==> config.mk <==
export PLATFORM = sky130hd
export DESIGN_NAME = mem_drain
export DESIGN_NICKNAME = d
export VERILOG_FILES = /design/src/common/memq_pkg.sv /design/src/verilog/mem_drain.sv
export VERILOG_INCLUDE_DIRS = /design/src /design/src/common
export SDC_FILE = /design/constraint.sdc
export NUM_CORES = 1
export LEC_CHECK = 0
export BUFFER_PORTS_ARGS = -buffer_cell sky130_fd_sc_hd__buf_2
export CAP_MARGIN = 20
export CORE_ASPECT_RATIO = 0.7
export CORE_MARGIN = 10
export CORE_UTILIZATION = 35
export DETAILED_ROUTE_END_ITERATION = 16
export HOLD_SLACK_MARGIN = 0.08
export PLACE_DENSITY = 0.69
export SYNTH_ARGS = -nofsm -noshare
export SYNTH_HDL_FRONTEND = slang
export SYNTH_SLANG_ARGS = --single-unit
==> constraint.sdc <==
create_clock -name clk -period 12.78 [get_ports clk]
set_input_delay 2.556 -clock clk [delete_from_list [all_inputs] [get_ports clk]]
set_output_delay 2.556 -clock clk [all_outputs]
set_load 0.01 [all_outputs]
==> src/common/memq_config.svh <==
// Build-time sizes of the memory request queue, included by every file that needs them
`ifndef MEMQ_CONFIG_SVH
`define MEMQ_CONFIG_SVH

// ============================================================
// Queue geometry
// ============================================================

// Number of queue entries, the drain pops from entry zero
`define MEMQ_DEPTH 8

// Hardware threads that share the queue
// The entry thread field is two bits wide, so this stays at four or below
`define MEMQ_NTHREADS 4

// ============================================================
// Address
// ============================================================

// Byte address width of a request, bits [2:0] pick the lane
`define MEMQ_AWID 32

`endif

==> src/common/memq_pkg.sv <==
// Request types, queue entry layout and load extension shared by the queue, drain and testbench
`include "memq_config.svh"

package memq_pkg;

	// Kind of request, the two loads differ only in how the result is extended
	typedef enum logic [1:0] {
		MQ_LOAD  = 2'd0,
		MQ_LOADZ = 2'd1,
		MQ_STORE = 2'd2
	} memq_func_t;

	// Access size, a request never crosses a doubleword
	typedef enum logic [1:0] {
		SZ_BYTE  = 2'd0,
		SZ_WYDE  = 2'd1,
		SZ_TETRA = 2'd2,
		SZ_OCTA  = 2'd3
	} memq_size_t;

	// One doubleword seen either lane by lane or as a whole word
	typedef union packed {
		logic [7:0][7:0] lane;
		logic [63:0]     word;
	} memq_data_u;

	// A queued request with its select and data already moved to lane position
	typedef struct packed {
		memq_func_t            func;
		memq_size_t            sz;
		logic [`MEMQ_AWID-1:0] adr;
		logic [7:0]            sel;
		memq_data_u            dat;
		logic [1:0]            thread;
		logic                  nc;
		logic                  v;
	} memq_entry_t;

	// Brings lane-aligned data down to bit zero and extends it from the access size
	function automatic logic [63:0] memq_extend(
		input memq_data_u d,
		input logic [2:0] adr,
		input memq_size_t sz,
		input memq_func_t func
	);
		logic [63:0] w;
		logic        sx;
		w = d.word >> {adr, 3'b000};
		// Only the plain load copies the sign bit
		sx = (func == MQ_LOAD);
		case (sz)
		SZ_BYTE:  memq_extend = {{56{sx & w[7]}}, w[7:0]};
		SZ_WYDE:  memq_extend = {{48{sx & w[15]}}, w[15:0]};
		SZ_TETRA: memq_extend = {{32{sx & w[31]}}, w[31:0]};
		default:  memq_extend = w;
		endcase
	endfunction

endpackage

==> src/verilog/mem_drain.sv <==
// Drains the queue head onto the request/acknowledge bus and returns extended load data
`include "memq_config.svh"

module mem_drain
	import memq_pkg::*;
(
	input  logic                  clk,
	input  logic                  rst,
	input  memq_entry_t           head,
	input  logic                  head_valid,
	output logic                  pop,
	output logic                  bus_req,
	output logic                  bus_we,
	output logic [`MEMQ_AWID-1:0] bus_adr,
	output logic [7:0]            bus_sel,
	output logic [63:0]           bus_dat,
	input  logic                  bus_ack,
	input  logic [63:0]           bus_rdat,
	output logic                  ld_done,
	output logic [63:0]           ld_dat,
	output logic [1:0]            ld_thread
);

	// High from the start of a transaction up to its acknowledge
	logic       busy;
	logic       start;
	logic       finish;
	// Fields of the entry on the bus that the load result still needs
	memq_func_t cur_func;
	memq_size_t cur_sz;
	logic [1:0] cur_thread;

	assign start = !busy && head_valid && head.v;
	assign finish = busy && bus_ack;
	assign bus_req = busy;

	// Rolled-back entries leave one per cycle without touching the bus
	assign pop = busy ? bus_ack : (head_valid && !head.v);

	always_ff @(posedge clk, posedge rst) begin
		if (rst) begin
			busy <= 1'b0;
			ld_done <= 1'b0;
		end else begin
			ld_done <= finish && !bus_we;
			if (start)
				busy <= 1'b1;
			else if (finish)
				busy <= 1'b0;
		end
	end

	// Bus fields are captured once and held, the head can change under a pending request
	always_ff @(posedge clk) begin
		if (start) begin
			bus_we <= (head.func == MQ_STORE);
			bus_adr <= head.adr;
			bus_sel <= head.sel;
			bus_dat <= head.dat.word;
			cur_func <= head.func;
			cur_sz <= head.sz;
			cur_thread <= head.thread;
		end
		if (finish) begin
			ld_dat <= memq_extend(bus_rdat, bus_adr[2:0], cur_sz, cur_func);
			ld_thread <= cur_thread;
		end
	end

	a_bus_hold: assert property (@(posedge clk) disable iff (rst)
		bus_req && !bus_ack |=> bus_req && $stable(bus_we) && $stable(bus_adr) &&
			$stable(bus_sel) && $stable(bus_dat))
		else $error("bus fields changed before the acknowledge");

endmodule

==> results of run 1 <==
[per-layer routing]
metal,vias to the layer above,part of all wire,routed length (um)
li1,2515,-,-
met1,2682,0.43,11600
met2,209,0.50,13500
met3,18,0.057,1540
met4,0,0.011,284
met5,-,0,0
[worst register-to-register path: stages (launching register included)]
cell and delay (ps):
edfxtp_1 450, buf_4 730, mux2_2 420, mux4_2 520
nand3_4 140, and3_1 180, buf_4 360, o21ai_0 250
[metrics by stage]
stage                     utilization  cell area, um^2
after floorplan                     -             7500
after global placement          0.455             9510
after detailed placement        0.455             9510
after CTS                       0.483            10100
after global routing            0.483            10100
final                           0.483            10100
[cells by family (layout without fill, tap and decap cells)]
kind of cell	Yosys count	after routing	share of synthesized area
and+or+nand+nor	104	104	0.0604
other	0	1	0
muxes	81	81	0.137
DFF	179	179	0.716
buffers and inverters	35	398	0.0247
AOI/OAI and AO/OA	76	76	0.0624
[power groups by stage]
stage / registers (W) / logic, W / clock network (W)
5_1_grt: 0.000693 / 0.000170 / 0.000556
2_1_floorplan: 0.000719 / 0.0000613 / 0
6_report: 0.000691 / 0.000156 / 0.000521
3_3_place_gp: 0.000703 / 0.000156 / 0
4_1_cts: 0.000691 / 0.000159 / 0.000535
3_5_place_dp: 0.000703 / 0.000158 / 0
[worst max path at each step]
stage | depth (start not counted) | from | slack, ps | to
3_5_place_dp | 4 | head_valid | 7180 | pop
3_3_place_gp | 4 | head_valid | 7170 | pop
6_report | 4 | head_valid | 7180 | pop
5_1_grt | 4 | head_valid | 7130 | pop
2_1_floorplan | 2 | head_valid | 4950 | bus_adr[0]
4_1_cts | 4 | head_valid | 7170 | pop
[placed cells by master (no fill, tap or decap), types with 2 or more instances in the layout]
cell and instances:
inv_8 4, nand4b_1 2, a21o_1 15, buf_4 8, mux4_2 15, clkbuf_16 17, edfxtp_1 177, clkinv_4 3
nor2_1 7, dfrtp_1 2, nand2_1 79, a22oi_1 2, nor2b_1 4, mux2_2 18, o22ai_1 3, mux2i_1 46
o21ai_1 5, inv_6 3, o2bb2ai_1 7, nand3_1 3, inv_1 5, buf_2 352, o211ai_1 2, clkinvlp_4 2
o21ai_0 39
[sequential cells by signal (all words and copies together) (netlist names), 2 cells and up]
name	cells
cur_sz	2
bus_dat	64
bus_sel	8
ld_dat	64
cur_func	2
cur_thread	2
bus_adr	32
ld_thread	2
[area by class of cell]
| class | count | area share |
|---|---|---|
| Sequential cell | 179 | 0.531 |
| Timing Repair Buffer | 360 | 0.180 |
| Antenna cell | 1 | 0.000248 |
| Clock inverter | 15 | 0.0162 |
| Inverter | 6 | 0.00223 |
| Clock buffer | 17 | 0.0421 |
| Tap cell | 276 | 0.0342 |
| Multi-Input combinational cell | 261 | 0.194 |
==> qor.yml, run 1 <==
run_status:
  status: "completed"
global_routing:
  grt_max_degree: 79
  overflow: 0
  grt_pass1_wl_um: 38400
  grt_pass1_vias: 5584
  busiest_layer: "met2"
  grt.met3_usage: 0.0440
  antenna_found_initial: 1
  use_met1: 0.246
  track_usage: 0.185
  globalRouteMet2Util: 0.300
synthesis:
  yosysMostFrequentCell: "edfxtp_1"
  synth_cell_type_count: 38
  synth_common_cells: "177 x edfxtp_1, 79 x nand2_1, 46 x mux2i_1"
  synth_top_area_frac: 0.709
  async_reset_ff_frac: 0.0112
  synthTopCellsByArea: "edfxtp_1 71%, mux2i_1 6.1%, mux4_2 4.5%"
  synth.avg_cell_area_um2: 15.8
  ys.flop_type: "edfxtp_1"
  syn-cell-area_um2: 7500
  yosysTopAreaCell: "edfxtp_1"
  ys_ff_latch: 179
  yosysSeqAreaShare: 0.716
  ys_warn_count: 0
  synth-edff-count: 177
  syn-instance-count: 475
  synth_nets: 655
sta:
  fin_tns_setup_ps: 0
  finalCritPeriodShare: 0.438
  fin_ws_ps: 7180
  maxSlewViolCount: 0
  setup_viol: 0
  finalHoldViolCount: 0
  skew_ps: 11.3
  relSlewSlack: 0.361
  rsz0062_at_grt: "false"
  post-route-min-period_ps: 5600
  whs_ps: 420
  fmax_mhz: 179
  worst_slew_pin_slew_ps: 958
job:
  drv_cap: 0
cts:
  root_buffer: "clkbuf_16"
  cts_buffers: 17
  cts.clk_slew.worst_paths_ps: 70
  ctsHoldBuffers: 0
  cts-resized-gates: 0
  cts_tree: "done"
  clockBufferDepth: 2
  clk_latency_ps: 430
  cts_setup_buffers: 0
  clock_sinks: 179
  htree_num_levels: 4
worst_setup_path:
  r2r_setup_slack_ps: 9430
  crit_slowest_cell: "o21ai_0"
  arrival_ps: 3050
  crit_family: "buffers and inverters"
  r2r-start: "bus_adr[0]"
  crit_chain: "buf_2 > nand2_1 > o21ai_0 > buf_2"
  criticalPathCategory: "input pin to output pin"
  critPathMostFrequentCell: "buf_2"
  worst-path-max-fanout: 3
  slowest_delay_ps: 160
  cp_num_buf_inv: 2
  start_kind: "input pin"
  crit_required_ps: 10220
  worst_setup_path_end_kind: "output pin"
  rr_worst_depth: 7
  timing.rr.end: "ld_dat[48]"
power:
  power_density_nw_per_um2: 135
  p_comb_frac: 0.114
  vdd_ir_drop_max_mv: 0.0867
  p_sw_w: 0.000344
  total_power_w: 0.00137
  clockPowerShare: 0.381
  internal-power_w: 0.00102
  seqPwrFrac: 0.505
  leakage_nw: 4.39
  p_sw_frac: 0.252
worst_hold_path:
  min_from: "cur_thread[0]"
  hp-class: "register to register"
  holdPathEnd: "ld_thread[0]"
  worst_hold_path.num_cells: 0
layout:
  area_growth_syn_to_layout_pct: 34.7
  regArea_um2: 5370
  fin_nets: 1005
  drive_gt1_frac: 0.517
  multi_input_area_um2: 1960
  stdcell_count: 1115
  final.fill_count: 1904
route:
  routed_wl_um: 26900
  wire_per_inst_um: 24.1
  first_pass_iters: 7
  vias: 5424
  drc_errors: 0
  drt_iter0_drc: 401
  ant_nets: 0
  via_per_inst: 4.86
floorplan:
  start_util: 0.358
  design.die.area_um2: 27800
  core-area_um2: 20900
  die_x_um: 195
  die_h_um: 142
  rows: 44
  io_pins: 354
placement:
  place_ws_ps: 7180
  numPortBuffers: 352
  gp_congestion: 0.844
  post-dp-hpwl_um: 21200
  placedCellCount: 1082
Note: power is estimated with default switching activity, not from simulation.
==> run 2, diff against run 1 <==
- PLACE_DENSITY: 0.69 -> 0.72
- clock period: 12.78 -> 4.63 ns (I/O delays scaled with it)
==> run 2 against run 1 <==
Compared with the run above: power rose to 2.8 times the previous value; largest cell class unchanged; critical endpoint is now ld_dat[13]; core utilization about the same; cell count about the same; sequential power rose to 2.8 times the previous value; die area unchanged.
==> qor.yml, run 2 (synthesis results as in run 1) <==
power:
  total_power_w: 0.00377  # +180%
  leakage_nw: 4.39  # about the same
  power_density_nw_per_um2: 373  # +180%
  vdd_ir_drop_max_mv: 0.264  # +200%
layout:
  regArea_um2: 5370  # unchanged
  top_regs: "bus_dat: 64 flops, ld_dat: 64 flops, bus_adr: 32 flops"
  final_cell_mix: "352 x buf_2, 177 x edfxtp_1, 79 x nand2_1"
  layout_commonest_cell: "buf_2"
  fin_util: 0.483  # about the same
  design_area_um2: 10100  # about the same
  multi_input_area_um2: 1960  # unchanged
  final.fill_count: 1894  # -0.53%
  drive_gt1_frac: 0.514  # -0.00297
  area_growth_syn_to_layout_pct: 34.6  # about the same
  fin_nets: 1004  # -0.10%
sta:
  rsz0062_at_grt: "false"
  finalCritPeriodShare: 0.602
  post-route-min-period_ps: 2790
  fin_ws_ps: 1840  # -5340 ps
  skew_ps: 10.3  # -0.951 ps
  fmax_mhz: 359
  finalHoldViolCount: 0  # unchanged
  relSlewSlack: 0.401  # +0.0398
  setup_viol: 0  # unchanged
  fin_tns_setup_ps: 0  # unchanged
  worst_slew_pin_slew_ps: 898  # -59.7 ps
  maxSlewViolCount: 0  # unchanged
route:
  drc_errors: 0  # unchanged
  via_per_inst: 4.86  # about the same
  wire_per_inst_um: 24.3  # +0.93%
  drt_iter0_drc: 447  # +11%
  routed_wl_um: 27100  # +0.84%
  ant_nets: 0  # unchanged
  vias: 5418  # -0.11%
  first_pass_iters: 6  # -1
cts:
  cts-resized-gates: 0  # unchanged
  cts_setup_buffers: 0  # unchanged
  clockBufferDepth: 2  # unchanged
  cts.clk_slew.worst_paths_ps: 70  # about the same
  htree_num_levels: 4  # unchanged
  root_buffer: "clkbuf_16"
  cts_tree: "done"
  clock_sinks: 179  # unchanged
  clk_latency_ps: 440  # about the same
  ctsHoldBuffers: 0  # unchanged
  cts_buffers: 17  # unchanged
run_status:
  status: "completed"
worst_setup_path:
  crit_required_ps: 4780  # -5440 ps
  arrival_ps: 2940  # -110 ps
  worst_setup_path_end_kind: "register"
  start_kind: "register"
  criticalPathCategory: "register to register"
  worst-path-max-fanout: 53  # +50
job:
  drv_cap: 0  # unchanged
global_routing:
  overflow: 0  # unchanged
  grt_pass1_wl_um: 38400  # about the same
  track_usage: 0.186  # +0.000434
  grt_pass1_vias: 5699  # +2.1%
  antenna_found_initial: 1  # unchanged
  grt_max_degree: 112  # +42%
floorplan:
  start_util: 0.358  # unchanged
  die_h_um: 142  # unchanged
  die_x_um: 195  # unchanged
  design.die.area_um2: 27800  # unchanged
  rows: 44  # unchanged
  core-area_um2: 20900  # unchanged
  io_pins: 354  # unchanged
placement:
  numPortBuffers: 352  # unchanged
  gp_congestion: 0.845  # about the same
  postPlaceCellArea_um2: 9520  # about the same
  place_ws_ps: 1640  # -5540 ps
  post-dp-hpwl_um: 21200  # +0.34%
worst_hold_path:
  hp-class: "input pin to async pin"
==> run 2: power breakdown <==
part / internal (W) / leakage [nW] / switching (W)
clock: 0.000761 / 0.284 / 0.000665
sequential: 0.00188 / 1.67 / 0.0000282
combinational: 0.000179 / 2.43 / 0.000251
==> run 2: through the flow <==
stage               hold WS [ps]  instances
floorplan                    400        475
global placement             401       1081
detailed placement           416       1081
CTS                          317       1113
global route                 318       1113
finish                       334       1114
==> run 2: worst max-delay path, cell delays in order (launching register included) <==
cell	delay (ps)
edfxtp_1	650
buf_4	730
nor2b_1	380
nand2_1	140
o21ai_0	200
mux2i_1	270
o21ai_0	100
==> run 2: final timing paths <==
path                            slack, ps     startpoint  cells past startpoint      endpoint
worst min register to register        430  cur_thread[0]                      0  ld_thread[0]
worst max register to register       1840     bus_adr[0]                      6    ld_dat[13]
worst max-delay path                 1840     bus_adr[0]                      6    ld_dat[13]
min in group clk                      430  cur_thread[0]                      0  ld_thread[0]
max in group asynchronous            4170            rst                      2       ld_done
worst min-delay path                  330            rst                      2       bus_req
==> run 2: cell type report <==
cell class                      instances  area share
Multi-Input combinational cell        261       0.194
Timing Repair Buffer                  359       0.181
Clock buffer                           18      0.0425
Clock inverter                         14      0.0146
Inverter                                6     0.00223
Sequential cell                       179       0.531
Antenna cell                            1    0.000248
Tap cell                              276      0.0342
==> run 2: routing by layer <==
| metal | part of all wire | track usage | vias up |
|---|---|---|---|
| met4 | 0.013 | 0.0517 | 2 |
| met1 | 0.41 | 0.236 | 2684 |
| li1 | - | - | 2512 |
| met5 | 0.00048 | 0 | - |
| met3 | 0.064 | 0.0523 | 27 |
| met2 | 0.51 | 0.305 | 193 |
